### config.mk
export PLATFORM = sky130hd
export DESIGN_NAME = isa_decoder
export DESIGN_NICKNAME = d
export VERILOG_FILES = /design/src/common/vpu_pkg.sv /design/src/rtl/isa_decoder.sv
export SDC_FILE = /design/constraint.sdc
export NUM_CORES = 1
export LEC_CHECK = 0
export BUFFER_PORTS_ARGS = -buffer_cell sky130_fd_sc_hd__buf_2
export CAP_MARGIN = 20
export CORE_ASPECT_RATIO = 1.75
export CORE_UTILIZATION = 36
export DETAILED_ROUTE_END_ITERATION = 10
export PLACE_DENSITY = 0.85
export SLEW_MARGIN = 20
export SYNTH_ARGS = -nofsm -noshare
export SYNTH_HDL_FRONTEND = slang
export SYNTH_SLANG_ARGS = --single-unit
### constraint.sdc
create_clock -name vclk -period 1.35
set_input_delay 0 -clock vclk [all_inputs]
set_output_delay 0 -clock vclk [all_outputs]
set_load 0.1 [all_outputs]
### src/common/vpu_pkg.sv
`default_nettype none

package vpu_pkg;

    parameter int XLEN     = 32;
    parameter int ILEN     = 32;
    parameter int NUM_XREG = 32; // x0 reads as zero
    parameter int REG_AW   = 5;
    parameter int PC_W     = 12; // byte address

    typedef enum logic [3:0] {
        op_nop,
        op_lui,
        op_addi,
        op_add,
        op_bne,
        op_vsetivli,
        op_vmv_vi,
        op_vmacc_vv,
        op_vstreamout,
        op_wfi
    } opcode_e;

    typedef enum logic [2:0] {
        st_idle,
        st_fetch,
        st_fetch_rel,
        st_exec,
        st_vloop,
        st_stream,
        st_stream_rel,
        st_done
    } ctrl_state_e;

    // major opcodes
    parameter logic [6:0] OPC_LUI     = 7'b0110111;
    parameter logic [6:0] OPC_OP_IMM  = 7'b0010011;
    parameter logic [6:0] OPC_OP      = 7'b0110011;
    parameter logic [6:0] OPC_BRANCH  = 7'b1100011;
    parameter logic [6:0] OPC_SYSTEM  = 7'b1110011;
    parameter logic [6:0] OPC_VECTOR  = 7'h57;
    parameter logic [6:0] OPC_VSTREAM = 7'h7f; // custom extension

    // funct3 and funct7 values
    parameter logic [2:0] F3_ADDI     = 3'b000;
    parameter logic [2:0] F3_ADD      = 3'b000;
    parameter logic [6:0] F7_ADD      = 7'b0000000;
    parameter logic [2:0] F3_BNE      = 3'b001;
    parameter logic [2:0] F3_VMACC    = 3'h0;
    parameter logic [2:0] F3_VMV_VI   = 3'h5;
    parameter logic [2:0] F3_VSETIVLI = 3'h7;

    parameter logic [31:0] INSTR_WFI  = 32'h1050_0073;

endpackage

`default_nettype wire
### src/rtl/isa_decoder.sv
`timescale 1ns/10ps
`default_nettype none

module isa_decoder (
    input  logic [vpu_pkg::ILEN-1:0]   instr,
    output vpu_pkg::opcode_e           opcode,
    output logic [vpu_pkg::REG_AW-1:0] rd,
    output logic [vpu_pkg::REG_AW-1:0] rs1,
    output logic [vpu_pkg::REG_AW-1:0] rs2,
    output logic [vpu_pkg::XLEN-1:0]   imm,
    output logic [vpu_pkg::PC_W-1:0]   branch_off
);
    import vpu_pkg::*;

    logic [6:0] major;
    logic [2:0] funct3;
    logic [6:0] funct7;

    assign major  = instr[6:0];
    assign funct3 = instr[14:12];
    assign funct7 = instr[31:25];

    always_comb begin
        opcode = op_nop; // loads, stores, csr and anything unknown
        case (major)
            OPC_LUI: opcode = op_lui;
            OPC_OP_IMM: begin
                if (funct3 == F3_ADDI) opcode = op_addi;
            end
            OPC_OP: begin
                if (funct3 == F3_ADD && funct7 == F7_ADD) opcode = op_add;
            end
            OPC_BRANCH: begin
                if (funct3 == F3_BNE) opcode = op_bne;
            end
            OPC_VECTOR: begin
                case (funct3)
                    F3_VMACC:    opcode = op_vmacc_vv;
                    F3_VMV_VI:   opcode = op_vmv_vi;
                    F3_VSETIVLI: opcode = op_vsetivli;
                    default:     opcode = op_nop;
                endcase
            end
            OPC_VSTREAM: opcode = op_vstreamout;
            OPC_SYSTEM: begin
                if (instr == INSTR_WFI) opcode = op_wfi; // other system ops ignored
            end
            default: opcode = op_nop;
        endcase
    end

    // register fields
    assign rd  = instr[11:7];
    assign rs1 = instr[19:15]; // vs1 for vector ops
    // vstreamout names its source in the rd slot
    assign rs2 = (opcode == op_vstreamout) ? instr[11:7] : instr[24:20];

    always_comb begin
        case (opcode)
            op_lui:      imm = {instr[31:12], 12'b0};
            op_vmv_vi:   imm = {{(XLEN-5){instr[19]}}, instr[19:15]}; // simm5
            op_vsetivli: imm = {{(XLEN-5){1'b0}}, instr[19:15]};      // avl
            default:     imm = {{(XLEN-12){instr[31]}}, instr[31:20]}; // i-type
        endcase
    end

    // b-type offset, bit 0 always zero
    assign branch_off = PC_W'({instr[31], instr[7], instr[30:25], instr[11:8], 1'b0});

endmodule

`default_nettype wire

==> qor.yml, run 1 <==
run_status:
  status: "stopped before the end"
  flow.stopped_at: "clock tree synthesis"
  stop_error: "[ERROR DPL-0038] Utilization greater than 100%, impossible to legalize"
logic_synthesis:
  syn_area_um2: 1050
  synth_area_leaders: "a21o_1 17%, buf_4 16%, mux2_2 5.4%"
  ys_seq_area_share_pct: 0
  ys_warn_count: 0
  yosys.area.top_type: "a21o_1"
  synth_area_per_cell_um2: 7.19
  synth_top_area_share_pct: 17.2
  synth_cells: 146
  syn_nets: 178
  synth.distinct_cells: 45
place:
  place_area_um2: 2660
  port-buffer-count: 94
  dpl.hpwl_um: 6100
  place.gp.congestion: 0.985
die:
  chipHeight_um: 73.4
  die_w_um: 42.8
  start_util_pct: 38.6
  rows: 25
  io_pins: 95
clocking:
  cts-hold-fix-buffers: 0
  cts.repair.resized: 69
  postCtsSetupBuffers: 16
[cells in the mapped netlist (2+ instances only)]
| cell type | n |
|---|---|
| nor4bb_1 | 2 |
| xnor2_1 | 3 |
| a21oi_1 | 2 |
| a21o_1 | 24 |
| nand3_2 | 2 |
| nor2_1 | 7 |
| nand3_1 | 5 |
| nor4_1 | 4 |
| buf_2 | 4 |
| clkbuf_1 | 2 |
| inv_1 | 5 |
| nand2_1 | 13 |
| and4_1 | 2 |
| mux2_2 | 5 |
| and4b_1 | 3 |
| nor3_1 | 5 |
| o21ai_0 | 4 |
| mux2i_1 | 5 |
| buf_4 | 23 |
[through the flow]
stage | cells | util, % | TNS (ns) | hold slack (ns) | worst slack [ns]
2_1_floorplan | 146 | - | -17.36 | 0.212 | -0.766
3_3_place_gp | 298 | 97.7 | -14.01 | 0.396 | -0.499
3_5_place_dp | 298 | 97.7 | -20.78 | 0.401 | -0.757
[logic make-up after synthesis]
family / count (synthesis) / synth area share [%]
compound gates: 38 / 29.8
mux: 11 / 11.4
xor+xnor: 3 / 2.50
buf+inv: 36 / 22.4
other cells: 1 / 0.357
simple gates: 57 / 33.5
==> run 2, diff against run 1 <==
--- a/config.mk
+++ b/config.mk
@@ -7,10 +7,10 @@
 export LEC_CHECK = 0
 export BUFFER_PORTS_ARGS = -buffer_cell sky130_fd_sc_hd__buf_2
 export CAP_MARGIN = 20
-export CORE_ASPECT_RATIO = 1.75
-export CORE_UTILIZATION = 36
+export CORE_AREA = 2 2 63 65
 export DETAILED_ROUTE_END_ITERATION = 10
-export PLACE_DENSITY = 0.85
+export DIE_AREA = 0 0 65 67
+export PLACE_DENSITY_LB_ADDON = 0.15
 export SLEW_MARGIN = 20
 export SYNTH_ARGS = -nofsm -noshare
 export SYNTH_HDL_FRONTEND = slang
==> constraint.sdc (replaced) <==
create_clock -name vclk -period 1.8
set_input_delay 0 -clock vclk [all_inputs]
set_output_delay 0 -clock vclk [all_outputs]
set_load 0.1 [all_outputs]
==> qor.yml, run 2 <==
timing:
  timing.fmax_ghz: 0.554
  period_share_pct: 100
  whs_ns: 0.376
  fin_ws_ns: -0.00471
  setup_viol: 5
  slew_viol_final: 0
  fin_crit_ns: 1.80
  finalHoldViolCount: 0
  rsz0062_at_grt: "true"
logic_synthesis:
  synth.distinct_cells: 45  # unchanged
  yosys.area.top_type: "a21o_1"  # unchanged
  ys_seq_area_share_pct: 0  # unchanged
  ys_warn_count: 0  # unchanged
  syn_nets: 178  # unchanged
  synthTopCellsByCount: "24 x a21o_1, 23 x buf_4, 13 x nand2_1"  # unchanged
  synth_area_per_cell_um2: 7.19  # unchanged
  syn_area_um2: 1050  # unchanged
  synth_area_leaders: "a21o_1 17%, buf_4 16%, mux2_2 5.4%"  # unchanged
  synth_top_area_share_pct: 17.2  # unchanged
  synth_cells: 146  # unchanged
  yosysMostFrequentCell: "a21o_1"  # unchanged
place:
  dpl.hpwl_um: 3610  # was 6100 µm
  place.gp.congestion: 0.879  # was 0.985
  port-buffer-count: 94  # unchanged
  placed_cells: 292  # was 298
  place_area_um2: 2420  # was 2660 µm²
drt:
  dr.max_layer_used: "met4"
  ant_nets: 0
  avgRoutedWirePerCell_um: 15.1
  drt_wl_total_um: 4460
  wirelength_met1_um: 1750
  vias: 1483
  drt_iter0_markers: 39
  met3_length_um: 267
  detail_route.first_pass.iterations: 4
  drc: 0
  wl_met2_um: 2420
  avgViaCountPerCell: 5.03
critical_path:
  crit_family: "compound AO/OA/AOI/OAI gates"
  slowest_delay_ns: 0.31
  crit_path_top_delay_cell: "mux2i_4"
  end_kind: "output port"
  crit_chain: "buf_2 -> and3b_2 -> and4b_2 -> a211oi_4 -> mux2i_4 -> o2bb2ai_4 -> clkbuf_16 -> a21o_4 -> buf_12"
  crit_type: "in2out"
  start_kind: "primary input"
  crit_required_ns: 1.80
  worst_ep_arrival_time_ns: 1.80
  cp_max_fo: 5
  path_buf_inv: 3
layout:
  seq_area_um2: 0
  nClkBuffers: 0
  area_delta_synth_final_pct: 152
  drive_gt1_share_pct: 79.4
  numSequentialCells: 0
  antenna_cells: 0
  fin_nets: 281
  layout_common_cells: "48 x buf_2, 36 x buf_12, 34 x buf_4"
  layout_commonest_cell: "buf_2"
  multi_input_area_um2: 1190
  utilization_pct: 73.5
  finalNonFillerCells: 295
  final_area_um2: 2650
  fillCellCount: 261
global_routing:
  antenna_found_initial: 0
  grt_pass1_wl_um: 6560
  overflow: 0
  grt_pass1_vias: 1455
  grtUsageTotal_pct: 18.6
  grt_max_degree: 13
power:
  p_per_area_nw_per_um2: 405
  leakage_nw: 1.23
  ir_drop_uv: 233
  power_w: 0.00107
min_path:
  hp-class: "in2out"
  min_from: "instr[7]"
  hold_depth: 2
  min_to: "branch_off[11]"
die:
  rows: 22  # was 25
  io_pins: 95  # unchanged
  die_w_um: 65  # was 42.8 µm
  fp.coreArea_um2: 3610
  chipHeight_um: 67  # was 73.4 µm
  dieArea_um2: 4360
  start_util_pct: 29.1  # was 38.6%
run_status:
  failed_checks: "negative setup slack"
  status: "finished with violations"  # was stopped before the end
job:
  cap_viol_max_count: 0
[run 2: cell counts after synthesis]
Identical to the previous run, type by type.
[run 2: cell families (layout without fill, tap and decap cells)]
group | after synthesis | after routing | synth area share, %
AOI/OAI and AO/OA | 38 | 38 | 29.8
xor gates and xnor gates | 3 | 3 | 2.50
buffers and inverters | 36 | 137 | 22.4
and+or+nand+nor | 57 | 57 | 33.5
muxes | 11 | 11 | 11.4
other | 1 | 1 | 0.357
[run 2: worst max-delay path by stage]
stage | startpoint | endpoint | slack (ns) | cells past startpoint
2_1_floorplan | instr[2] | imm[0] | -0.32 | 7
3_3_place_gp | instr[12] | imm[25] | -0.03 | 9
3_5_place_dp | instr[12] | imm[12] | -0.12 | 9
4_1_cts | instr[8] | imm[0] | 0.02 | 8
5_1_grt | instr[7] | imm[0] | -0.04 | 8
6_report | instr[1] | imm[16] | -0.005 | 9
[run 2: report_power, final]
group	switching (W)	internal [W]
Clock	0	0
Sequential	0	0
Combinational	0.000727	0.000344
Total	0.000727	0.000344
[run 2: through the flow]
stage | setup slack [ns] | TNS, ns
2_1_floorplan | -0.316 | -3.39
4_1_cts | 0.0159 | 0
6_report | -0.00471 | -0.0158
3_5_place_dp | -0.118 | -2.55
3_3_place_gp | -0.0254 | -0.338
5_1_grt | -0.0369 | -0.445
[run 2: layout make-up]
type                            instances  area share (%)
Inverter                                5           0.709
Timing Repair Buffer                  132            52.1
Tap cell                               48            2.27
Multi-Input combinational cell        110            44.9
[run 2: what timing repair did]
action / CTS / global route
setup endpoints to repair: 29 / 29
buffers inserted: 1 / 1
pin swaps: 4 / 1
resized for setup: 11 / 33
hold buffers: 0 / 0
cloned: 0 / 1
[run 2: metal layers]
metal / GRT usage [%] / up-vias
met5: 0 / -
met4: 1.60 / 0
met3: 1.69 / 2
met2: 36.6 / 67
met1: 22.4 / 702
li1: - / 712
(Power assumes the default switching activity.)
