===== src/common/vpu_pkg.sv =====
`default_nettype none

package vpu_pkg;

    parameter int XLEN     = 32;
    parameter int ILEN     = 32;
    parameter int NUM_XREG = 32; // x0 reads as zero
    parameter int REG_AW   = 5;
    parameter int PC_W     = 12; // byte address

    typedef enum logic [3:0] {
        op_nop,
        op_lui,
        op_addi,
        op_add,
        op_bne,
        op_vsetivli,
        op_vmv_vi,
        op_vmacc_vv,
        op_vstreamout,
        op_wfi
    } opcode_e;

    typedef enum logic [2:0] {
        st_idle,
        st_fetch,
        st_fetch_rel,
        st_exec,
        st_vloop,
        st_stream,
        st_stream_rel,
        st_done
    } ctrl_state_e;

    // major opcodes
    parameter logic [6:0] OPC_LUI     = 7'b0110111;
    parameter logic [6:0] OPC_OP_IMM  = 7'b0010011;
    parameter logic [6:0] OPC_OP      = 7'b0110011;
    parameter logic [6:0] OPC_BRANCH  = 7'b1100011;
    parameter logic [6:0] OPC_SYSTEM  = 7'b1110011;
    parameter logic [6:0] OPC_VECTOR  = 7'h57;
    parameter logic [6:0] OPC_VSTREAM = 7'h7f; // custom extension

    // funct3 and funct7 values
    parameter logic [2:0] F3_ADDI     = 3'b000;
    parameter logic [2:0] F3_ADD      = 3'b000;
    parameter logic [6:0] F7_ADD      = 7'b0000000;
    parameter logic [2:0] F3_BNE      = 3'b001;
    parameter logic [2:0] F3_VMACC    = 3'h0;
    parameter logic [2:0] F3_VMV_VI   = 3'h5;
    parameter logic [2:0] F3_VSETIVLI = 3'h7;

    parameter logic [31:0] INSTR_WFI  = 32'h1050_0073;

endpackage

`default_nettype wire

===== src/rtl/core_ctrl.sv =====
`timescale 1ns/10ps
`default_nettype none

module core_ctrl (
    input  logic                     clk,
    input  logic                     rst_n,
    input  logic                     start,
    output logic                     done,
    output logic                     instr_req,
    output logic [vpu_pkg::PC_W-1:0] instr_addr,
    input  logic [vpu_pkg::ILEN-1:0] instr,
    input  logic                     instr_ack,
    output logic                     out_req,
    output logic [vpu_pkg::XLEN-1:0] out_data,
    input  logic                     out_ack,
    output logic [vpu_pkg::ILEN-1:0] ir,
    input  vpu_pkg::opcode_e         opcode,
    input  logic [vpu_pkg::PC_W-1:0] branch_off,
    input  logic                     branch_taken,
    input  logic                     last_elem,
    input  logic [vpu_pkg::XLEN-1:0] stream_data,
    output logic                     x_wen,
    output logic                     v_step,
    output logic                     vl_load
);
    import vpu_pkg::*;

    ctrl_state_e     state;
    logic [PC_W-1:0] pc;
    logic [PC_W-1:0] pc_next;

    assign pc_next = (opcode == op_bne && branch_taken) ? pc + branch_off : pc + PC_W'(4);

    always_ff @(posedge clk or negedge rst_n) begin
        if (!rst_n) begin
            state <= st_idle;
            pc    <= '0;
        end else begin
            case (state)
                st_idle: begin
                    if (start) begin
                        pc    <= '0;
                        state <= st_fetch;
                    end
                end
                st_fetch:     if (instr_ack) state <= st_fetch_rel;
                st_fetch_rel: if (!instr_ack) state <= st_exec; // wait for ack low
                st_exec: begin
                    if (opcode != op_wfi) pc <= pc_next;
                    case (opcode)
                        op_wfi:                 state <= st_done;
                        op_vmv_vi, op_vmacc_vv: state <= st_vloop;
                        op_vstreamout:          state <= st_stream;
                        default:                state <= st_fetch;
                    endcase
                end
                st_vloop:  if (last_elem) state <= st_fetch;
                st_stream: if (out_ack) state <= st_stream_rel;
                st_stream_rel: begin
                    if (!out_ack) state <= last_elem ? st_fetch : st_stream;
                end
                st_done: if (!start) state <= st_idle;
                default: state <= st_idle;
            endcase
        end
    end

    always_ff @(posedge clk or negedge rst_n) begin
        if (!rst_n) begin
            ir <= '0;
        end else if (state == st_fetch && instr_ack) begin
            ir <= instr;
        end
    end

    assign instr_req  = (state == st_fetch);
    assign instr_addr = pc;
    assign out_req    = (state == st_stream);
    assign out_data   = stream_data; // element under elem_idx of the source reg
    assign done       = (state == st_done);

    assign x_wen   = (state == st_exec) &&
                     (opcode == op_lui || opcode == op_addi || opcode == op_add);
    assign vl_load = (state == st_exec) && (opcode == op_vsetivli);
    // stream advances once the host has released ack
    assign v_step  = (state == st_vloop) || (state == st_stream_rel && !out_ack);

    a_instr_req_hold: assert property (@(posedge clk) disable iff (!rst_n)
        instr_req && !instr_ack |=> instr_req);

    // vector lane must not change the element under an open handshake
    a_out_data_stable: assert property (@(posedge clk) disable iff (!rst_n)
        out_req && !out_ack |=> out_req && $stable(out_data));

endmodule

`default_nettype wire


===== config.mk =====
export PLATFORM = sky130hd
export DESIGN_NAME = core_ctrl
export DESIGN_NICKNAME = d
export VERILOG_FILES = /design/src/common/vpu_pkg.sv /design/src/rtl/core_ctrl.sv
export SDC_FILE = /design/constraint.sdc
export NUM_CORES = 1
export LEC_CHECK = 0
export BUFFER_PORTS_ARGS = -buffer_cell sky130_fd_sc_hd__buf_2
export CAP_MARGIN = 10
export CORE_MARGIN = 2
export CORE_UTILIZATION = 48
export CTS_CLUSTER_DIAMETER = 30
export DETAILED_ROUTE_END_ITERATION = 10
export GPL_TIMING_DRIVEN = 0
export HOLD_SLACK_MARGIN = 0.12
export PLACE_DENSITY = 0.86
export SYNTH_ARGS = -nofsm -noshare
export SYNTH_HDL_FRONTEND = slang
export SYNTH_SLANG_ARGS = --single-unit

===== constraint.sdc =====
create_clock -name clk -period 3.1 [get_ports clk]
set_clock_uncertainty 0.05 [all_clocks]
set_input_delay 0.62 -clock clk [delete_from_list [all_inputs] [get_ports clk]]
set_output_delay 0.62 -clock clk [all_outputs]
set_load 0.02 [all_outputs]

* After elaboration in Yosys (flattened, before gate mapping) *
Index checks and enable logic that the tools add are counted.

storage, ports and cells
  register bits = 47
  input port bits = 87
  output and inout bits = 82
  word-level logic and storage cells = 58

cells by class
  $add $sub $neg = 2
  equal/unequal tests = 25
  multiplexer cells = 14
  reduce and logical (&&, ||, !) cells = 14

operators by type and width
  kind                   number
  $mux 12                3
  $mux 3                 8
  $pmux 12 s2            1
  $pmux 3 s8             1
  $eq 4x3->1 const B     4
  $add 12x12->12         1
  $add 12x3->12 const B  1
  $eq 3x3->1 const B     4
  $ne 2x2->1 const B     6
  $pmux 3 s3             1
  $eq 4x2->1 const B     2
  $eq 4x4->1 const B     2
  $reduce_and 7->1       1
  $eq 3x2->1 const B     2
  $logic_and 1x1->1      5
  $eq 4x1->1 const B     1
  $ne 2x1->1 const B     2
  $ne 4x4->1 const B     1
  $eq 3x1->1 const B     1
  $logic_not 3->1        1
  $logic_or 1x1->1       3
  $reduce_and 3->1       1
  $reduce_bool 2->1      1
  $reduce_or 2->1        1
  $logic_not 1->1        1

* Depth between registers and ports, before layout *
  word-level depth = 5
  depth in mapped cells = 10
  gate-level depth less buffers = 10

* Worst setup path after synthesis *
No wires, ideal clock.

  path kind = in2reg
  from = input port branch_off[0] in the netlist's numbering
  to = register pc[8], in the netlist instr_addr[8]
  library setup time = 0.092 ns
  arrival time = 2.156 ns
  data required time = 2.958 ns
  setup slack = 0.802 ns
  cell stages on the path = 10
  buffers on the path = 0
  cell sequence = ha_1 > inv_1 > fa_1 > nand2b_1 > a21oi_1 > o2111ai_1 > o21ai_1 > nor2_1 > xor2_1 > o221ai_1

on the way
  longest elaborated chain between the ends = 4

ends and longest elaborated chain
  what                  line             text
  start, declared       core_ctrl.sv:18  input logic [vpu_pkg::PC_W-1:0] branch_off,
  $add 12x12->12        core_ctrl.sv:32  assign pc_next = (opcode == op_bne && branch_taken) ? pc + branch_off : pc + PC_W'(4);
  $mux 12               core_ctrl.sv:32
  $mux 12               core_ctrl.sv:49  if (opcode != op_wfi) pc <= pc_next;
  $pmux 12 s2           core_ctrl.sv:39  case (state)
  end signal, assigned  core_ctrl.sv:49
  end, declared         core_ctrl.sv:29  logic [PC_W-1:0] pc;

Every way passes these cells. The select of a mux whose other input is x is not followed.
A chain may end at the register's enable or synchronous reset.

* Worst setup path in the final report *
Same ends and word-level chain as after synthesis.

==> impl_metrics.toml <==
[outcome]
status = "finished, final reports clean"

[critical_path]
critPathCaptureType = "flop"
crit_required_ns = 3.21
path_max_fanout = 3
path_class = "in -> reg"
cp_data_arrival_time_ns = 2.50
start_kind = "input pin"

[yosys]
netlist_area_um2 = 2950
synth_area_leader_cell = "dfrtp_1"
synth_cell_types = 55
synth_edf_count = 0
syn_area_per_cell_um2 = 10.5
synth.top_cell.area_share_pct = 39.9
syn_nets = 381
synth.top_cells.by_area = "dfrtp_1 40%, buf_4 9.4%, mux2_2 8.0%"
yosysSeqAreaShare_pct = 39.9
ys.warnings.count = 0
async_reset_ff_share_pct = 100
ys_ff_latch = 47
synth_ff_type = "dfrtp_1"
postSynthCellCount = 281

[routing]
drc = 0
vias = 2577
postRouteAntennaNets = 0
wl_met3_um = 672
drt-met1-wl_mm = 2.60
wl_per_cell_um = 13.1
routed-wl-met2_mm = 3.19
drt_wl_total_mm = 6.53
drt_iter0_markers = 75
routed.top_layer = "met4"
dr.pass1.iters = 4
viasPerCell = 5.15

[timing]
min_period_ns = 2.40
max_slew.worst_pin.slew_ns = 0.997
post-route-period-util_pct = 77.3
hold_violations = 0
fmax_mhz = 418
slew_viol_final = 0
relSlewSlack_pct = 33.6
grt_setup_unrepaired = "false"
setup_viol = 0
fin_setup_tns_ns = 0
fin_ws_ns = 0.705

[power]
leakage_uw = 0.00199
pwr_density_cell_nw_per_um2 = 846
ir_drop_mv = 0.513

[layout]
syn_to_final_growth_pct = 29.6
layout_commonest_cell = "buf_2"
drive_gt1_share_pct = 52.0
final_core_util_pct = 64.6
postLayoutCellArea_um2 = 3820
final_nets = 524
antenna_cells = 0
fill_cells = 475
final_cell_mix = "138 x buf_2, 47 x dfrtp_1, 37 x buf_4, 21 x mux2_2, 18 x nand2_1"

[min_path]
hold_class = "in -> async"

[floorplan]
core.rowCount = 28
boundaryPins = 169
coreArea_um2 = 5920
start_util_pct = 49.8
dieWidth_um = 82.4
dieArea_um2 = 6790
die_y_um = 82.4

[cts]
cts_root_buf = "clkbuf_8"
clock-sinks = 47
clkSlewWorstSetupHoldPaths_ns = 0.08
htreeDepth = 2
clk_path_buf_depth = 2
numCtsBuffers = 5
postCtsSetupRepairBufs = 0
tritoncts = "built"
clk_latency_ns = 0.29
cts-resized-gates = 0
postCtsHoldBufs = 0

[global_routing]
overflow = 0
antenna_found_initial = 0
grt_pass1_wl_mm = 9.58
grt_pass1_vias = 2279
track_usage_pct = 18.3
grt_max_degree = 48

[placed_design]
gp_congestion = 0.800
hpwl_mm = 5.33
postPlaceCellArea_um2 = 3720
port_buffers = 136
place_ws_ns = 0.397

[job]
max-cap-violations = 0
==> critical path: stages <==
cell,delay (ns)
buf_2,0.08
ha_1,0.20
inv_1,0.07
fa_1,0.38
nand2b_1,0.19
a21oi_1,0.24
o2111ai_1,0.15
o21ai_1,0.17
nor2_1,0.09
xor2_1,0.17
o221ai_1,0.14
==> metal layers <==
layer	vias to the layer above	global-route usage, %
met2	132	34.0
met1	1176	20.5
met3	4	5.00
li1	1265	-
met4	0	4.50
met5	-	0
==> per-stage QoR <==
step           power (µW)  hold WS, ns  std cells
2_1_floorplan        2340        0.274        281
4_1_cts              3270        0.445        500
3_5_place_dp         2880        0.423        492
5_1_grt              3490        0.455        500
3_3_place_gp         2820        0.413        492
6_report             3240        0.430        500
==> cells in the mapped netlist (2+ instances only) <==
cell	number
dfrtp_1	47
buf_4	37
mux2_2	21
nand2_1	18
o21ai_0	16
nor2_1	14
ha_1	12
mux2_1	11
a21oi_1	10
nand2b_1	8
inv_1	7
nand3_1	7
and3_1	6
a31oi_1	4
o21ai_1	4
xnor2_1	4
xor2_1	4
a211oi_1	3
nor3_1	3
nor3b_1	3
o221ai_1	3
a211oi_2	2
buf_2	2
nand4_1	2
o21ai_2	2
o22ai_1	2
==> final timing paths <==
kind,from,endpoint,slack (ns),depth (start not counted)
worst max register to register,instr_addr[0],instr_addr[8],0.71,10
worst max-delay path,branch_off[0],instr_addr[8],0.70,11
min in group clk,ir[1],ir[1],0.44,1
worst min register to register,ir[1],ir[1],0.44,1
worst min-delay path,rst_n,instr_addr[1],0.43,1
max in group asynchronous,rst_n,ir[31],1.95,1
==> power breakdown <==
group          internal, µW  switching (µW)
sequential              889             161
clock                   182             200
combinational           756            1050
==> final cells by class <==
class,count,area (µm²),share of cell area [%]
Multi-Input combinational cell,187,1450,37.9
Clock inverter,2,16.3,0.425
Clock buffer,6,82.6,2.16
Sequential cell,47,1180,30.8
Timing Repair Buffer,136,681,17.8
Tap cell,75,93.8,2.45
Inverter,7,26.3,0.687
Buffer,40,299,7.82
==> logic make-up (layout without fill, tap and decap cells) <==
logic type      Yosys count  in the layout  synth area share [%]
mux                      33             33                  12.7
buf+inv                  47            191                  11.0
simple gates             74             74                  14.0
compound gates           59             59                  14.3
fa+ha+maj                13             13                  5.77
flops                    47             47                  39.9
xor+xnor                  8              8                  2.37
==> sequential cells by signal, indices dropped and copies added (netlist names) <==
signal / count
instr_addr: 12
ir: 32
state: 3
(Power assumes the default switching activity.)
