## src/common/vpu_pkg.sv

```systemverilog
`default_nettype none

package vpu_pkg;

    parameter int XLEN     = 32;
    parameter int ILEN     = 32;
    parameter int NUM_XREG = 32; // x0 reads as zero
    parameter int REG_AW   = 5;
    parameter int PC_W     = 12; // byte address

    typedef enum logic [3:0] {
        op_nop,
        op_lui,
        op_addi,
        op_add,
        op_bne,
        op_vsetivli,
        op_vmv_vi,
        op_vmacc_vv,
        op_vstreamout,
        op_wfi
    } opcode_e;

    typedef enum logic [2:0] {
        st_idle,
        st_fetch,
        st_fetch_rel,
        st_exec,
        st_vloop,
        st_stream,
        st_stream_rel,
        st_done
    } ctrl_state_e;

    // major opcodes
    parameter logic [6:0] OPC_LUI     = 7'b0110111;
    parameter logic [6:0] OPC_OP_IMM  = 7'b0010011;
    parameter logic [6:0] OPC_OP      = 7'b0110011;
    parameter logic [6:0] OPC_BRANCH  = 7'b1100011;
    parameter logic [6:0] OPC_SYSTEM  = 7'b1110011;
    parameter logic [6:0] OPC_VECTOR  = 7'h57;
    parameter logic [6:0] OPC_VSTREAM = 7'h7f; // custom extension

    // funct3 and funct7 values
    parameter logic [2:0] F3_ADDI     = 3'b000;
    parameter logic [2:0] F3_ADD      = 3'b000;
    parameter logic [6:0] F7_ADD      = 7'b0000000;
    parameter logic [2:0] F3_BNE      = 3'b001;
    parameter logic [2:0] F3_VMACC    = 3'h0;
    parameter logic [2:0] F3_VMV_VI   = 3'h5;
    parameter logic [2:0] F3_VSETIVLI = 3'h7;

    parameter logic [31:0] INSTR_WFI  = 32'h1050_0073;

endpackage

`default_nettype wire
```

## src/rtl/scalar_unit/scalar_unit.sv

```systemverilog
`timescale 1ns/10ps
`default_nettype none

module scalar_unit (
    input  logic                       clk,
    input  logic                       rst_n,
    input  vpu_pkg::opcode_e           opcode,
    input  logic [vpu_pkg::REG_AW-1:0] rd,
    input  logic [vpu_pkg::REG_AW-1:0] rs1,
    input  logic [vpu_pkg::REG_AW-1:0] rs2,
    input  logic [vpu_pkg::XLEN-1:0]   imm,
    input  logic                       x_wen,
    output logic                       branch_taken
);
    import vpu_pkg::*;

    logic [XLEN-1:0] xreg [NUM_XREG];
    logic [XLEN-1:0] rs1_val;
    logic [XLEN-1:0] rs2_val;
    logic [XLEN-1:0] alu_out;

    // x0 is never written so it keeps its reset value
    assign rs1_val = xreg[rs1];
    assign rs2_val = xreg[rs2];

    always_comb begin
        case (opcode)
            op_lui:  alu_out = imm;
            op_addi: alu_out = rs1_val + imm;
            op_add:  alu_out = rs1_val + rs2_val;
            default: alu_out = '0;
        endcase
    end

    always_ff @(posedge clk or negedge rst_n) begin
        if (!rst_n) begin
            for (int r = 0; r < NUM_XREG; r++) begin
                xreg[r] <= '0;
            end
        end else if (x_wen && rd != '0) begin
            xreg[rd] <= alu_out;
        end
    end

    assign branch_taken = (opcode == op_bne) && (rs1_val != rs2_val);

endmodule

`default_nettype wire

```

## config.mk

```make
export PLATFORM = sky130hd
export DESIGN_NAME = scalar_unit
export DESIGN_NICKNAME = d
export VERILOG_FILES = /design/src/common/vpu_pkg.sv /design/src/rtl/scalar_unit/scalar_unit.sv
export SDC_FILE = /design/constraint.sdc
export NUM_CORES = 2
export LEC_CHECK = 0
export ABC_CLOCK_PERIOD_IN_PS = 10050
export BUFFER_PORTS_ARGS = -buffer_cell sky130_fd_sc_hd__buf_2
export CORE_UTILIZATION = 50
export CTS_CLUSTER_SIZE = 16
export DETAILED_ROUTE_END_ITERATION = 6
export PLACE_DENSITY = 0.67
export SKIP_CTS_REPAIR_TIMING = 1
export SYNTH_ARGS = -nofsm -noshare
export SYNTH_HDL_FRONTEND = slang
export SYNTH_SLANG_ARGS = --single-unit
```

## constraint.sdc

```tcl
create_clock -name clk -period 10.05 [get_ports clk]
set_input_delay 0 -clock clk [delete_from_list [all_inputs] [get_ports clk]]
set_output_delay 0 -clock clk [all_outputs]
set_load 0.005 [all_outputs]
```

# Word-level counts from Yosys, hierarchy flattened
# Cells that the tools add are included.
# Widths: inputs -> output; s select.
word_totals:
  reg_bits: 1024
  latch_bits: 0
  ram_bits: 0
  rom_bits: 0
  inputBits: 54
  output_inout_bits: 1
  wordCells: 60
  mem_count: 0
op_classes:
  add_sub_neg: 2
  n_mul: 0
  n_div: 0
  n_lt_le_gt_ge: 4
  eq_ne: 5
  n_shift: 0
  n_mux: 10
  bitwise: 3
  n_reduce_logical: 4
op_table:
  columns: ["op", "n"]
  rows:
  - ["$bwmux 1024", 1]
  - ["$bmux 32 s5", 2]
  - ["$demux 32 s5", 1]
  - ["$mux 32", 5]
  - ["$pmux 32 s3", 1]
  - ["$add 32x32->32", 2]
  - ["$ne 32x32->1", 1]
  - ["$ge 6x6->1 const B", 3]
  - ["$not 5->6", 3]
  - ["$eq 4x2->1 const B", 2]
  - ["$lt 6x1->1 const B", 1]
  - ["$reduce_bool 5->1", 1]
  - ["$eq 4x1->1 const B", 1]
  - ["$eq 4x3->1 const B", 1]
  - ["$logic_and 1x1->1", 3]

# Logic depth before layout (Yosys ltp)
logic_depth:
  word_depth: 7
  depth_mapped: 22
  mapped_depth_nobuf: 16

# Least setup slack after synthesis
# No wires, ideal clock.
synth_timing:
  path_kind: "in2reg"
  from: "input rs2[1] (netlist bit)"
  to: "register xreg[122] (netlist bit)"
  arrival_ns: 4.195
  required_time_ns: 9.920
  path_slack_ns: 5.726
  cell_stages: 21
  path_buffers: 5
  path_cell_list: "buf_6 buf_6 buf_2 buf_2 mux2i_1 o22ai_1 nor4_1 nand3_1 mux2_2 ha_1 fa_1 a211o_1 a21oi_1 o31ai_1 a31o_2 a31oi_2 o21ai_2 xor2_1 a22oi_1 clkbuf_2 o21ai_0"
synth_via:
  elab_chain_cells: 7
synth_lines:
  columns: ["item", "line", "source"]
  rows:
  - ["start: declaration", "scalar_unit.sv:10", "input logic [vpu_pkg::REG_AW-1:0] rs2,"]
  - ["$not 5->6 (implied by the code)", "scalar_unit.sv:24", "assign rs2_val = xreg[rs2];"]
  - ["$bmux 32 s5", "scalar_unit.sv:24", null]
  - ["$mux 32 (implied by the code) (2 in a row)", "scalar_unit.sv:24", null]
  - ["$add 32x32->32", "scalar_unit.sv:30", "op_add: alu_out = rs1_val + rs2_val;"]
  - ["$pmux 32 s3", "scalar_unit.sv:27", "case (opcode)"]
  - ["$bwmux 1024", "scalar_unit.sv:41", "xreg[rd] <= alu_out;"]
  - ["end signal: indexed assignment", "scalar_unit.sv:41", null]
  - ["end: declaration", "scalar_unit.sv:17", "logic [XLEN-1:0] xreg [NUM_XREG];"]
# No other way between the ends. The select of a mux whose other input is x is not followed.
# A chain may end at the register's enable or synchronous reset.

# Worst setup path after layout
layout_timing:
  from: "input rs2[4] (netlist bit)"
  to: "register xreg[732] (netlist bit)"
# Same word-level chain as after synthesis.

==> flow_metrics.py <==
metrics = {
    "floorplanning": {
        "dieHeight_um": 336.8,
        "initial_core_util": 0.5056,
        "core_mm2": 0.1108,
        "num_rows": 122,
        "die_x_um": 336.8,
        "ioPinCount": 55,
        "dieArea_mm2": 0.1134,
    },
    "outcome": {
        "failed_checks": "negative hold slack",
        "status": "complete, but fails checks",
    },
    "placement": {
        "place_worst_setup_slack_ns": 2.875,
        "placed_cell_area_mm2": 0.05676,
        "port_buffers": 54,
        "dp.cells": 6771,
        "gp_congestion": 0.9544,
        "dp_hpwl_um": 108400,
    },
    "route": {
        "via_count": 45190,
        "drt-wirelength-per-cell_um": 27.08,
        "post-route-drc-count": 0,
        "avgViaCountPerCell": 6.472,
        "ant_nets": 0,
        "wl_um": 189000,
        "drt-initial-drc-count": 5061,
        "first_pass_iters": 6,
    },
    "yosys": {
        "synth_cells": 5693,
        "ys.flop_type": "dfrtp_1",
        "ys_seq_area_frac": 0.4573,
        "synth_top_area_share": 0.4573,
        "synthesis.area_mm2": 0.05603,
        "async_flop_share": 1.000,
        "avgSynthCellArea_um2": 9.842,
        "ys_ff_latch": 1024,
        "synth.area.top_cells": "dfrtp_1 46%, mux2i_1 14%, o21ai_0 8.5%",
        "synth_cell_types": 72,
        "yosys_warnings": 0,
        "synth_edf_count": 0,
        "yosysTopAreaCell": "dfrtp_1",
        "synthesis.nets": 5779,
    },
    "final_layout": {
        "stdcell_count": 6982,
        "max_flop_register": "xreg",
        "largest_reg_flops": 1024,
        "synthToLayoutAreaGrowth_pct": 8.099,
        "reg.largest.list": "xreg x1024",
        "fin_area_mm2": 0.06057,
        "finish.utilization": 0.5466,
        "finalNetCount": 5490,
        "drive_above_1_share": 0.1176,
    },
    "flow_run": {
        "drv_cap": 0,
    },
    "clock_network": {
        "htreeDepth": 3,
        "clk_latency_ns": 0.72,
        "cts-root-buf": "clkbuf_16",
        "cts_tree": "done",
        "numCtsBuffers": 110,
        "cts_buffer_depth": 3,
        "clkSinkCount": 1024,
        "cts.clk_slew.worst_paths_ns": 0.06,
    },
    "global_route": {
        "grt_usage": 0.3332,
        "grt_max_degree": 166,
        "grt_pass1_vias": 43710,
        "grt_pass1_wl_um": 282700,
        "antenna_found_initial": 3,
        "grt_remaining_overflow": 0,
    },
    "sta": {
        "clock_skew_ns": 0.03578,
        "setup_violations": 0,
        "final-hold-violation-count": 39,
        "worstMarginPinSlew_ns": 1.324,
        "fmax_mhz": 148.2,
        "rsz0062_at_grt": "false",
        "fin_crit_sh": 0.6716,
        "finalSetupTns_ns": 0,
        "drv_slew": 0,
        "maxSlewHeadroom": 0.1172,
        "whs_ns": -0.06394,
        "period_needed_ns": 6.750,
        "fin_ws_ns": 3.300,
    },
    "critical_path": {
        "slowest_stage": "nor2_2",
        "worstPathCellList": "buf_4 > buf_4 > or4b_2 > buf_4 > o22ai_1 > nor4_1 > nand3_1 > mux2_2 > ha_1 > nand2_1 > o31ai_1 > a31o_2 > a31oi_2 > o21ai_2 > mux2i_1 > nor2_2 > o21ai_0",
        "critPathLaunchType": "primary input",
        "rr_worst_depth": 15,
        "path_common_cell": "buf_4",
        "criticalPathCategory": "primary input to flop",
        "path_delay_family": "simple AND/OR/NAND/NOR gates",
        "path_depth": 17,
        "critical_path.max_stage_delay_ns": 0.90,
        "cp_max_fo": 41,
        "critical_path_buf_inv_count": 3,
        "r2r_slack_ns": 4.58,
        "required_ns": 10.57,
        "crit_path_end_kind": "flop",
        "arrival_ns": 7.27,
    },
    "power_and_ir_drop": {
        "leakagePower_nw": 26.69,
        "p_per_area_mw_per_mm2": 170.8,
        "peakVddDrop_mv": 0.1846,
    },
    "worst_hold_path": {
        "hp-class": "primary input to async pin",
    },
}
==> cells in the final DEF, fill, tap and decap left out, drive strengths merged, types with 24 or more instances in the layout <==
cell       n
dfrtp   1024
nand2    996
o21ai    984
mux2i    801
o22ai    256
nor2     172
buf      168
clkbuf   157
a221oi   128
mux4     128
a22oi     92
a21oi     86
nand3     69
nor4      66
mux2      62
xnor2     48
a31oi     32
ha        31
clkinv    25
a21o      24
==> path summary, 6_finish.rpt <==
check / startpoint / to
worst max-delay path: rs2[4] / xreg[732]$_DFFE_PN0P_
worst max register to register: xreg[896]$_DFFE_PN0P_ / xreg[732]$_DFFE_PN0P_
worst min register to register: xreg[1014]$_DFFE_PN0P_ / xreg[1014]$_DFFE_PN0P_
min in group clk: imm[7] / xreg[103]$_DFFE_PN0P_
max in group asynchronous: rst_n / xreg[406]$_DFFE_PN0P_
worst min-delay path: rst_n / xreg[888]$_DFFE_PN0P_
==> stage by stage <==
| stage | total power, mW | hold WS [ns] |
|---|---|---|
| 2_1_floorplan | 5.667 | -0.2956 |
| 3_3_place_gp | 6.129 | 0.1445 |
| 3_5_place_dp | 6.173 | 0.1441 |
| 4_1_cts | 10.35 | -0.6053 |
| 5_1_grt | 10.69 | 0.01244 |
| 6_report | 10.35 | -0.06394 |
==> routing by layer <==
layer  GRT usage  vias up  part of all wire
met1      0.4448    22370              0.40
li1            -    20050                 -
met3     0.06309      546             0.083
met2      0.5206     2219              0.46
met5           0        -          0.000069
met4      0.1661        2             0.056
==> logic make-up after synthesis <==
group,synth area share
mux,0.2070
xor+xnor,0.009379
compound gates,0.1703
fa+ha+maj,0.007280
buf+inv,0.04763
flops,0.4573
simple gates,0.1010
==> Yosys cell counts, types with 32 or more instances <==
cell,instances
nand3_1,68
buf_2,59
o21ai_0,949
nor4_1,65
nand2_1,996
buf_6,33
a21oi_1,84
xnor2_1,48
buf_4,34
nor2_1,172
mux4_2,128
mux2i_1,801
mux2_2,62
a221oi_1,128
o22ai_1,255
clkbuf_1,435
o21ai_2,32
dfrtp_1,1024
a22oi_1,91
==> final cells by class <==
type | instances | area (um^2)
multi-input combinational | 4085 | 27950
fill | 9792 | 50250
tap | 1488 | 1862
timing repair buffer | 177 | 1389
inverter | 6 | 22.52
antenna | 1 | 2.502
clock buffer | 157 | 3246
sequential | 1024 | 25620
clock inverter | 44 | 475.5
==> power breakdown <==
group | switching, mW | internal, mW | leakage (nW)
Combinational | 0.921 | 0.548 | 10.8
Clock | 1.76 | 2.44 | 1.82
Sequential | 0.244 | 4.43 | 14.0
Total | 2.92 | 7.43 | 26.7
(Power assumes the default switching activity.)
