--- config.mk ---
export PLATFORM = sky130hd
export DESIGN_NAME = elem_counter
export DESIGN_NICKNAME = d
export VERILOG_FILES = /design/src/rtl/elem_counter.sv
export SDC_FILE = /design/constraint.sdc
export NUM_CORES = 1
export LEC_CHECK = 0
export ABC_AREA = 1
export ABC_CLOCK_PERIOD_IN_PS = 2650
export CAP_MARGIN = 10
export CORE_AREA = 2 2 39 41
export DETAILED_ROUTE_END_ITERATION = 10
export DIE_AREA = 0 0 41 43
export DONT_BUFFER_PORTS = 1
export SYNTH_ARGS = -nofsm -noshare
export SYNTH_HDL_FRONTEND = slang
export SYNTH_SLANG_ARGS = --single-unit
--- constraint.sdc ---
create_clock -name clk -period 2.65 [get_ports clk]
set_clock_uncertainty 0.2 [all_clocks]
set_input_delay 0.3975 -clock clk [delete_from_list [all_inputs] [get_ports clk]]
set_output_delay 0.3975 -clock clk [all_outputs]
set_load 0.01 [all_outputs]
--- src/rtl/elem_counter.sv ---
`timescale 1ns/10ps
`default_nettype none

module elem_counter #(
    parameter int MAX_VL = 8
) (
    input  logic                      clk,
    input  logic                      rst_n,
    input  logic                      vl_load,
    input  logic [4:0]                avl,
    input  logic                      v_step,
    output logic [$clog2(MAX_VL)-1:0] elem_idx,
    output logic                      last_elem
);
    localparam int IW = $clog2(MAX_VL);
    localparam int VW = IW + 1; // vl reaches MAX_VL

    logic [VW-1:0] vl;

    always_ff @(posedge clk or negedge rst_n) begin
        if (!rst_n) begin
            vl       <= VW'(MAX_VL);
            elem_idx <= '0;
        end else if (vl_load) begin
            if (avl == 5'd0) vl <= VW'(1);
            else if (32'(avl) > MAX_VL) vl <= VW'(MAX_VL); // clamp high
            else vl <= VW'(avl);
            elem_idx <= '0;
        end else if (v_step) begin
            elem_idx <= last_elem ? '0 : elem_idx + 1'b1;
        end
    end

    assign last_elem = ({1'b0, elem_idx} == vl - VW'(1));

    a_idx_below_vl: assert property (@(posedge clk) disable iff (!rst_n)
        {1'b0, elem_idx} < vl);

endmodule

`default_nettype wire

# Yosys cells after proc, flatten, opt, wreduce, memory -nomap -nowiden

Cells that the tools add are included.

Add/sub/neg operators: 2
Magnitude comparators: 1
Eq/ne operators: 1
Multiplexer cells: 5
Reductions and logical operators: 2

Operators by type and width:

| operator                                                      | count |
|---|---|
| 2-to-1 mux 3 bit                                              | 3 |
| 2-to-1 mux 4 bit                                              | 2 |
| greater-than comparator 5 x 4 -> 1 bit, second input constant | 1 |
| logical NOT 5 bit                                             | 1 |
| equality test 3 x 4 -> 1 bit                                  | 1 |
| subtractor 4 x 1 -> 4 bit, second input constant              | 1 |
| adder 3 x 1 -> 3 bit, second input constant                   | 1 |
| nonzero test 2 bit                                            | 1 |

Register bits after elaboration: 7
Output and inout bits: 4
Word-level logic and storage cells: 13

# Depth between registers and ports, before layout

Gate-level depths: netlist (run 1).

Word-level depth: 5
Depth in mapped cells: 10

# Worst setup path before layout (run 1)

Ideal clock, no wire load.

Path kind: register to output
Start point: reg vl[0]
End point: out last_elem
Data arrival time: 1.161 ns
Data required time: 2.053 ns
Slack: 0.891 ns
Cell stages (with the launch flop): 10
Cells stage by stage: dfrtp_1 inv_2 ha_1 nand2_1 inv_1 nor2_1 nand2_1 nor2_1 nand2_2 inv_1

Word-level cells in the longest chain between the ends: 2

RTL lines:

| item                         | line | text |
|---|---|---|
| start: declaration           | 18   | `logic [VW-1:0] vl;` |
| start signal: assignment     | 22   | `vl <= VW'(MAX_VL);` |
| start signal: assignment     | 26   | `else if (32'(avl) > MAX_VL) vl <= VW'(MAX_VL);` |
| start signal: assignment     | 27   | `else vl <= VW'(avl);` |
| subtractor 4 x 1 -> 4 bit    | 34   | `assign last_elem = ({1'b0, elem_idx} == vl - VW'(1));` |
| equality test 3 x 4 -> 1 bit | 34   |  |
| end: declaration             | 13   | `output logic last_elem` |

No other way between the ends.

# Worst setup path in the final report (run 1)

Ends and elaborated chain as after synthesis.

==> results of run 1 <==
## flip-flops by register name (all words and copies together), names as in the netlist
signal / count
elem_idx: 3
vl: 4
## routing by layer
metal	global-route usage (%)	up-vias	wire, um
li1	-	191	-
met1	13.0	168	348
met2	14.1	7	387
met3	1.57	2	15
met4	12.0	0	14
met5	0	-	0
## critical path, delay by kind of cell (launching register included)
family | cells | cell delay, ns
fa+ha+maj | 1 | 0.30
simple gates | 5 | 0.41
buf+inv | 3 | 0.20
flops | 1 | 0.35
## placed cells by master, fill, tap and decap left out, drive strengths merged
master and count:
a21oi 2, clkbuf 4, dfrtp 6, dfstp 1, dlygate4sd3 1, ha 2, inv 12, nand2 17
nand3 1, nand4 3, nor2 9, nor3 1, o22ai 3, xor2 1
## area by class of cell
type	count	area (um^2)	area share, %
Tap cell	16	20.0	4.18
Timing Repair Buffer	1	10.0	2.09
Inverter	12	45.0	9.40
Multi-Input combinational cell	39	201	42.0
Clock buffer	4	26.3	5.48
Sequential cell	7	176	36.8
## power groups by stage
stage               sequential [uW]  clock, uW  combinational, uW
floorplan                       123          0               33.5
global placement                125          0               38.7
detailed placement              125          0               38.7
CTS                             123       98.5               41.9
global route                    124        104               48.6
finish                          123       96.7               41.1
## metrics by stage
stage               hold slack [ns]  worst slack [ns]  instances  instance area (um^2)
global route                 0.0494             0.432         79                   479
finish                       0.0490             0.542         79                   479
global placement            -0.0980             0.827         74                   443
CTS                          0.0458             0.524         79                   479
detailed placement          -0.0980             0.799         74                   443
floorplan                   -0.0981             0.891         58                   423
## final timing paths
kind,from,end,depth (start not counted)
setup / recovery,vl[0],last_elem,9
hold / removal,vl_load,vl[0],1
setup reg to reg,vl[0],elem_idx[0],10
hold reg to reg,vl[3],vl[3],2
max in group asynchronous,rst_n,vl[3],1
min in group asynchronous,rst_n,vl[0],1
## cells by family (layout without fill, tap and decap cells)
kind of cell	after synthesis	count (layout)	synth area share, %
xor gates and xnor gates	1	1	2.07
buffers and inverters	12	17	10.7
and+or+nand+nor	31	31	32.8
adders and majority gates	2	2	5.92
AOI/OAI and AO/OA	5	5	6.81
DFF	7	7	41.7
==> results.tsv, run 1 <==
stage	metric	value	unit
layout	final_nets	75	
worst_setup_path	arrival	1.51	ns
logic_synthesis	syn-instance-count	58	
drt	antenna_left	0	
floorplan	io_pins	13	
logic_synthesis	ys_seq_area_share	41.7	%
global_routing	grt_pass1_vias	311	
logic_synthesis	synth.most_common_cell	nand2_1	
logic_synthesis	avgSynthCellArea	7.29	um^2
power	p_leak	0.000267	uW
power	comb_power_share	15.7	%
logic_synthesis	synthTopCellsByArea	dfrtp_1 36%, nand2_1 13%, inv_1 8.0%	
logic_synthesis	synth-main-ff-cell	dfrtp_1	
cts	cts_max_level	1	
floorplan	dieHeight	43	um
global_routing	grt_max_degree	8	
logic_synthesis	yosysWarnings	0	
timing	hold_viol_final	0	
cts	ctsRootBufferMaster	clkbuf_4	
power	ir_worst_vdd	0.174	mV
power	pwr_density_cell	544	nW/um^2
layout	utilization	34.6	%
worst_setup_path	cp_data_required_time	2.05	ns
logic_synthesis	synth_largest_area_cell	dfrtp_1	
worst_setup_path	worstPathMaxFanout	4	
logic_synthesis	syn-num-nets	69	
floorplan	core_region_area	1380	um^2
timing	fin_crit_sh	79.5	%
global_routing	grt_pass1_wl	1.19	mm
layout	fillers	149	
logic_synthesis	synth_commonest_cells	15 x nand2_1, 9 x inv_1, 8 x nor2_1	
power	power	261	uW
layout	syn_to_final_growth	13.3	%
worst_setup_path	slowest_stage	dfrtp_1	
power	power_frac_seq	47.2	%
cts	cts_inserted_buffers	3	
worst_setup_path	cp_cell_sequence	inv_2, ha_1, nand2_1, inv_1, nor2_1, nand2_1, nor2_1, nand2_2, inv_1	
floorplan	num_rows	14	
floorplan	start_util	30.6	%
timing	worstMarginPinSlew	0.303	ns
worst_setup_path	regToRegSetupSlack	1.04	ns
global_routing	grt_usage	10.7	%
power	switching_share	27.6	%
worst_setup_path	worst_setup_path_start_kind	flop	
logic_synthesis	synth-edff-count	0	
power	power_frac_clock	37.1	%
cts	cts_tree	yes	
cts	cts.sinks	7	
worst_setup_path	crit_path_end_kind	primary output	
drt	totalWireLength	765	um
cts	cts_hold_buf	1	
placement	dp_hpwl	642	um
timing	finalSetupTns	0	ns
run_status	status	finished clean	
timing	drv_slew	0	
timing	rsz0062_at_grt	no	
cts	cts_resized	0	
worst_setup_path	crit_path_max_incr_delay	0.35	ns
drt	viasPerCell	4.66	
floorplan	die_x	41	um
cts	insertion_delay	0.25	ns
hold_path	worstHoldPathType	input pin to flop	
logic_synthesis	ys_types	15	
timing	slew_headroom	79.8	%
logic_synthesis	yosys.area.top_type_share	35.5	%
power	p_switching	71.9	uW
drt	route.detailed.drc	0	
cts	post_cts_buffers	0	
drt	vias	368	
timing	fin_crit	2.11	ns
power	p_int	189	uW
drt	detail_route.iter0.violations	4	
timing	setup_viol	0	
cts	cts_max_path_buffers	2	
logic_synthesis	synth_seq_cells	7	
global_routing	antenna_found_initial	0	
timing	fmax	474	MHz
global_routing	gr-total-overflow	0	
placement	port_buffers	0	
layout	n_antenna_cell	0	
logic_synthesis	syn_area	423	um^2
layout	final_layout_size_suffix_gt1_share	17.5	%
cts	clk_pin_slew	0.05	ns
floorplan	die-area	1760	um^2
placement	gp_congestion	0.698	
job	drv_cap	0	
worst_setup_path	crit_type	flop to primary output	
logic_synthesis	async_flop_share	100	%
drt	wire_per_inst	9.68	um
drt	drt-pass1-iter-count	4	
Note: power is estimated with default switching activity, not from simulation.
==> run 2: changes to the inputs <==
--- a/config.mk
+++ b/config.mk
@@ -5,8 +5,8 @@
 export SDC_FILE = /design/constraint.sdc
 export NUM_CORES = 1
 export LEC_CHECK = 0
-export ABC_AREA = 1
-export ABC_CLOCK_PERIOD_IN_PS = 2650
+export ABC_AREA = 0
+export ABC_CLOCK_PERIOD_IN_PS = 2050
 export CAP_MARGIN = 10
 export CORE_AREA = 2 2 39 41
 export DETAILED_ROUTE_END_ITERATION = 10
==> constraint.sdc (replaced) <==
create_clock -name clk -period 2.05 [get_ports clk]
set_clock_uncertainty 0.2 [all_clocks]
set_input_delay 0.3075 -clock clk [delete_from_list [all_inputs] [get_ports clk]]
set_output_delay 0.3075 -clock clk [all_outputs]
set_load 0.01 [all_outputs]
==> run 2 against run 1 <==
Sequential power grew 29%. Largest power group unchanged. First-iteration DRC count fell by 100%. Via count down 16%. Design area is 2.1% higher. Critical path depth shrank 4. Critical path type unchanged. Setup slack got worse by 0.44 ns. Critical endpoint unchanged.
==> results.tsv, run 2 <==
stage	metric	value	unit
timing	drv_slew	0	
hold_path	whs_endpoint	vl[1]	
timing	hold_viol_final	0	
power	p_int	248	uW
global_routing	grt_pass1_wl	1.10	mm
cts	cts_tree	yes	
floorplan	dieHeight	43	um
logic_synthesis	avgSynthCellArea	9.56	um^2
logic_synthesis	syn-instance-count	42	
power	ir_worst_vdd	0.262	mV
global_routing	grt_usage	9.43	%
layout	seq_area	176	um^2
placement	gp_congestion	0.738	
worst_setup_path	worstRegToRegCells	6	
layout	layout_common_cells	6 x dfrtp_1, 4 x inv_1, 4 x nand2_1, 4 x nor2_1, 4 x o21ai_0	
worst_setup_path	slowest_stage	dfrtp_1	
worst_setup_path	crit_type	flop to primary output	
timing	fmax	514	MHz
worst_setup_path	r2r-start	vl[0]	
timing	fin_crit	1.95	ns
worst_setup_path	worstPathMaxFanout	3	
run_status	status	finished clean	
drt	totalWireLength	730	um
layout	final_layout_size_suffix_gt1_share	19.1	%
cts	clk_pin_slew	0.05	ns
drt	detail_route.iter0.violations	0	
logic_synthesis	ys_seq_area_share	43.9	%
global_routing	grt_pass1_vias	312	
logic_synthesis	ys_types	17	
power	pwr_density_cell	692	nW/um^2
worst_setup_path	arrival	1.44	ns
logic_synthesis	syn-num-nets	53	
worst_setup_path	worst_setup_path_start_kind	flop	
floorplan	num_rows	14	
cts	cts_inserted_buffers	3	
drt	antenna_left	0	
hold_path	worstHoldPathType	input pin to flop	
layout	top_regs	vl x4, elem_idx x3	
logic_synthesis	synth.most_common_cell	dfrtp_1	
logic_synthesis	syn_area	402	um^2
timing	hold_ws	0.00363	ns
timing	worstMarginPinSlew	0.361	ns
placement	dp_hpwl	573	um
power	switching_share	26.6	%
timing	rsz0062_at_grt	no	
worst_setup_path	regToRegSetupSlack	0.43	ns
worst_setup_path	crit_path_max_incr_delay	0.39	ns
global_routing	antenna_found_initial	0	
layout	largest_reg_flops	4	
layout	final_nets	59	
power	comb_power_share	17.1	%
global_routing	grt_max_degree	9	
floorplan	die_x	41	um
logic_synthesis	async_flop_share	100	%
global_routing	gr-total-overflow	0	
logic_synthesis	yosysWarnings	0	
timing	slew_headroom	75.9	%
power	power_frac_clock	36.0	%
worst_setup_path	crit_path_end_kind	primary output	
drt	viasPerCell	4.90	
timing	finalSetupTns	0	ns
cts	cts.sinks	7	
drt	route.detailed.drc	0	
job	drv_cap	0	
layout	max_flop_register	vl	
floorplan	die-area	1760	um^2
layout	utilization	35.4	%
placement	placed_area	418	um^2
power	p_switching	90.2	uW
cts	cts_max_level	1	
floorplan	start_util	29.0	%
worst_setup_path	cp_cell_sequence	inv_1, ha_4, xor2_2, nand3_2, nor2_4	
cts	cts_max_path_buffers	2	
logic_synthesis	yosys.area.top_type_share	37.4	%
timing	setup_viol	0	
worst_setup_path	rr_endpoint	elem_idx[1]	
worst_setup_path	cp_data_required_time	1.54	ns
timing	fin_crit_sh	95.0	%
cts	insertion_delay	0.25	ns
layout	multiInputGateArea	231	um^2
drt	wire_per_inst	11.6	um
power	p_leak	0.000205	uW
hold_path	worstHoldStart	avl[1]	
floorplan	io_pins	13	
layout	n_antenna_cell	0	
drt	vias	309	
worst_setup_path	cp_top_family	flip-flops	
layout	final_cell_area	489	um^2
logic_synthesis	synth_largest_area_cell	dfrtp_1	
logic_synthesis	synth-main-ff-cell	dfrtp_1	
worst_setup_path	crit_buf_inv	1	
power	power_frac_seq	46.9	%
logic_synthesis	synth_seq_cells	7	
hold_path	holdPathStages	2	
placement	port_buffers	0	
floorplan	core_region_area	1380	um^2
drt	drt-pass1-iter-count	1	
logic_synthesis	synthTopCellsByArea	dfrtp_1 37%, xor2_1 8.7%, dfstp_2 6.5%	
logic_synthesis	synth-edff-count	0	
layout	fillers	150	
cts	ctsRootBufferMaster	clkbuf_4	
layout	layout_commonest_cell	dfrtp_1	
layout	syn_to_final_growth	21.8	%
==> run 2: cell type report <==
class	instances	area share, %
clock buffers	4	5.37
inverters	4	3.07
flip-flops and latches	7	36.1
multi-input cells	30	47.3
repair buffers	2	4.09
well taps	16	4.09
==> run 2: metal layers <==
metal	vias to the layer above	track usage [%]	share of wire, %
li1	154	-	-
met4	0	6.00	0.82
met1	138	12.0	42
met3	2	3.14	12
met2	15	13.1	45
met5	-	0	0
==> run 2: cell families (layout without fill, tap and decap cells) <==
family	Yosys count	in the layout	synth area share, %
buf+inv	5	10	4.67
simple gates	13	13	15.3
xor+xnor	5	5	14.3
compound gates	10	10	15.6
fa+ha+maj	2	2	6.23
flops	7	7	43.9
==> run 2: stage by stage <==
step / worst slack, ns / instances / power, uW
6_report: 0.103 / 63 / 339
5_1_grt: 0.0262 / 63 / 362
4_1_cts: 0.0535 / 63 / 336
3_5_place_dp: 0.324 / 57 / 203
3_3_place_gp: 0.369 / 57 / 202
2_1_floorplan: 0.413 / 42 / 197
==> run 2: repair_timing <==
action,4_1_cts,5_1_grt
buffers inserted,0,0
hold endpoints to repair,14,0
hold buffers,2,0
endpoints found under the setup margin,0,1
gates resized for setup,0,3
==> run 2: power groups by stage <==
| stage | clock [uW] | sequential [uW] | combinational (uW) |
|---|---|---|---|
| 2_1_floorplan | 0 | 159 | 38.4 |
| 3_3_place_gp | 0 | 161 | 40.6 |
| 3_5_place_dp | 0 | 161 | 41.7 |
| 4_1_cts | 128 | 159 | 49.5 |
| 5_1_grt | 136 | 160 | 65.5 |
| 6_report | 122 | 159 | 58.0 |
==> run 2: worst max-delay path by stage <==
stage | startpoint | end | slack, ns | depth (start not counted)
2_1_floorplan | vl[0] | last_elem | 0.41 | 5
6_report | vl[0] | last_elem | 0.10 | 5
3_5_place_dp | vl[0] | last_elem | 0.32 | 5
5_1_grt | vl[0] | last_elem | 0.03 | 5
3_3_place_gp | vl[0] | last_elem | 0.37 | 5
4_1_cts | vl[0] | last_elem | 0.05 | 5
==> run 3: changes to the inputs <==
--- a/config.mk
+++ b/config.mk
@@ -5,7 +5,7 @@
 export SDC_FILE = /design/constraint.sdc
 export NUM_CORES = 1
 export LEC_CHECK = 0
-export ABC_AREA = 0
+export ABC_AREA = 1
 export ABC_CLOCK_PERIOD_IN_PS = 2050
 export CAP_MARGIN = 10
 export CORE_AREA = 2 2 39 41
==> run 3 against run 2 <==
Sequential power about the same. Non-clock buffer count increased by 6. Global-route usage up 2.2 points. First-iteration DRC count is 7 higher. Clock-buffer cell count stayed put. Utilization up 4.5 points. Register-to-register slack worse by 0.05 ns.
==> results.tsv, run 3 (synthesis results as in run 1) <==
stage	metric	value	unit
worst_setup_path	crit_type	flop to primary output	
timing	fin_crit	1.94	ns
placement	port_buffers	0	
layout	syn_to_final_growth	30.5	%
worst_setup_path	regToRegSetupSlack	0.38	ns
layout	final_nets	82	
layout	fillers	152	
worst_setup_path	cp_data_required_time	1.54	ns
drt	totalWireLength	888	um
worst_setup_path	arrival	1.43	ns
job	drv_cap	0	
worst_setup_path	cp_cell_sequence	inv_2, ha_4, nand2_1, inv_1, nor2_1, nand2_1, nor2_1, nand2_2, inv_2	
global_routing	grt_max_degree	8	
cts	cts_max_level	1	
floorplan	io_pins	13	
global_routing	grt_usage	11.6	%
placement	dp_hpwl	664	um
global_routing	antenna_found_initial	0	
cts	cts_tree	yes	
timing	setup_viol	0	
timing	drv_slew	0	
timing	fin_crit_sh	94.4	%
drt	wire_per_inst	10.3	um
global_routing	grt_pass1_wl	1.35	mm
timing	slew_headroom	77.4	%
floorplan	dieHeight	43	um
placement	pre_cts_ws	0.285	ns
floorplan	die-area	1760	um^2
layout	largest_reg_flops	4	
cts	cts_max_path_buffers	2	
drt	antenna_left	0	
floorplan	core_region_area	1380	um^2
placement	gp_congestion	0.733	
cts	clk_pin_slew	0.05	ns
power	p_leak	0.000298	uW
global_routing	grt_pass1_vias	323	
worst_setup_path	crit_path_end_kind	primary output	
cts	cts.sinks	7	
timing	worstMarginPinSlew	0.338	ns
drt	detail_route.iter0.violations	7	
timing	finalSetupTns	0	ns
drt	route.detailed.drc	0	
floorplan	start_util	30.6	%
placement	placed_area	443	um^2
power	ir_worst_vdd	0.271	mV
drt	viasPerCell	4.62	
layout	layout_commonest_cell	nand2_1	
floorplan	die_x	41	um
placement	placedCellCount	74	
worst_setup_path	worst_setup_path_start_kind	flop	
layout	stdcell_count	86	
power	pwr_density_cell	640	nW/um^2
worst_setup_path	worstPathMaxFanout	4	
cts	insertion_delay	0.25	ns
layout	max_flop_register	vl	
power	power	353	uW
layout	n_antenna_cell	0	
timing	finalWorstSetupSlack	0.114	ns
global_routing	gr-total-overflow	0	
hold_path	worstHoldPathType	input pin to flop	
layout	final_cell_area	552	um^2
cts	ctsRootBufferMaster	clkbuf_4	
worst_setup_path	crit_path_max_incr_delay	0.38	ns
drt	drt-pass1-iter-count	4	
cts	cts_inserted_buffers	3	
timing	hold_viol_final	0	
timing	fmax	517	MHz
timing	rsz0062_at_grt	no	
layout	final_layout_size_suffix_gt1_share	25.7	%
drt	vias	397	
layout	layout_common_cells	15 x nand2_1, 8 x nor2_1, 7 x inv_1, 6 x dfrtp_1, 5 x inv_2	
layout	top_regs	vl x4, elem_idx x3	
floorplan	num_rows	14	
worst_setup_path	slowest_stage	dfrtp_1	
run_status	status	finished clean	
## run 3: cell types whose count changed in the layout (fill, tap and decap cells not counted), sizes merged, moves of 2 or more
cell and delta:
buf +4, dlygate4sd3 +2, inv +8, nand2 +13, nand3 -2, nand4 +3
nor2 +4, o211ai -2, o21ai -4, o22ai +3, xor2 -3
## run 3: metal layers
metal	part of all wire, %	track usage (%)
met1	43	14.8
met2	54	16.3
met3	2.3	3.14
met4	1.2	8.00
met5	0	0
## run 3: final timing paths
check,start,depth (start not counted),endpoint
max in group asynchronous,rst_n,1,vl[3]
worst min-delay path,v_step,2,elem_idx[2]
worst max-delay path,vl[0],9,last_elem
worst min register to register,vl[3],2,vl[3]
worst max register to register,vl[0],11,elem_idx[1]
min in group asynchronous,rst_n,1,elem_idx[2]
## run 3: area by class of cell
cell class,instances,area [um^2],share of cell area [%]
Sequential cell,7,176,32.0
Clock buffer,4,26.3,4.76
Tap cell,16,20.0,3.63
Multi-Input combinational cell,39,214,38.8
Timing Repair Buffer,8,70.1,12.7
Inverter,12,45.0,8.16
## run 3: report_power, final
part	internal, uW	switching, uW	total, uW
sequential	148	11.0	159
combinational	32.1	36.8	68.9
clock	74.3	50.4	125
## run 3: repair_timing
item                                    4_1_cts  5_1_grt
endpoints found under the setup margin        0        1
resized for setup                             0        3
buffers inserted                              0        4
hold buffers                                  2        2
endpoints found under the hold margin        11        1
## run 3: worst max-delay path: cells and delay by family, from the launching register on
family	cells	cell delay (ns)
DFF	1	0.38
buffers and inverters	3	0.21
and+or+nand+nor	5	0.38
adders and majority gates	1	0.21
## run 3: through the flow
stage | hold WS, ns | util, %
6_report | 0.00342 | 39.9
5_1_grt | 0.000730 | 39.9
3_3_place_gp | -0.188 | 32.0
3_5_place_dp | -0.188 | 32.0
4_1_cts | 0.00192 | 35.4
2_1_floorplan | -0.188 | -
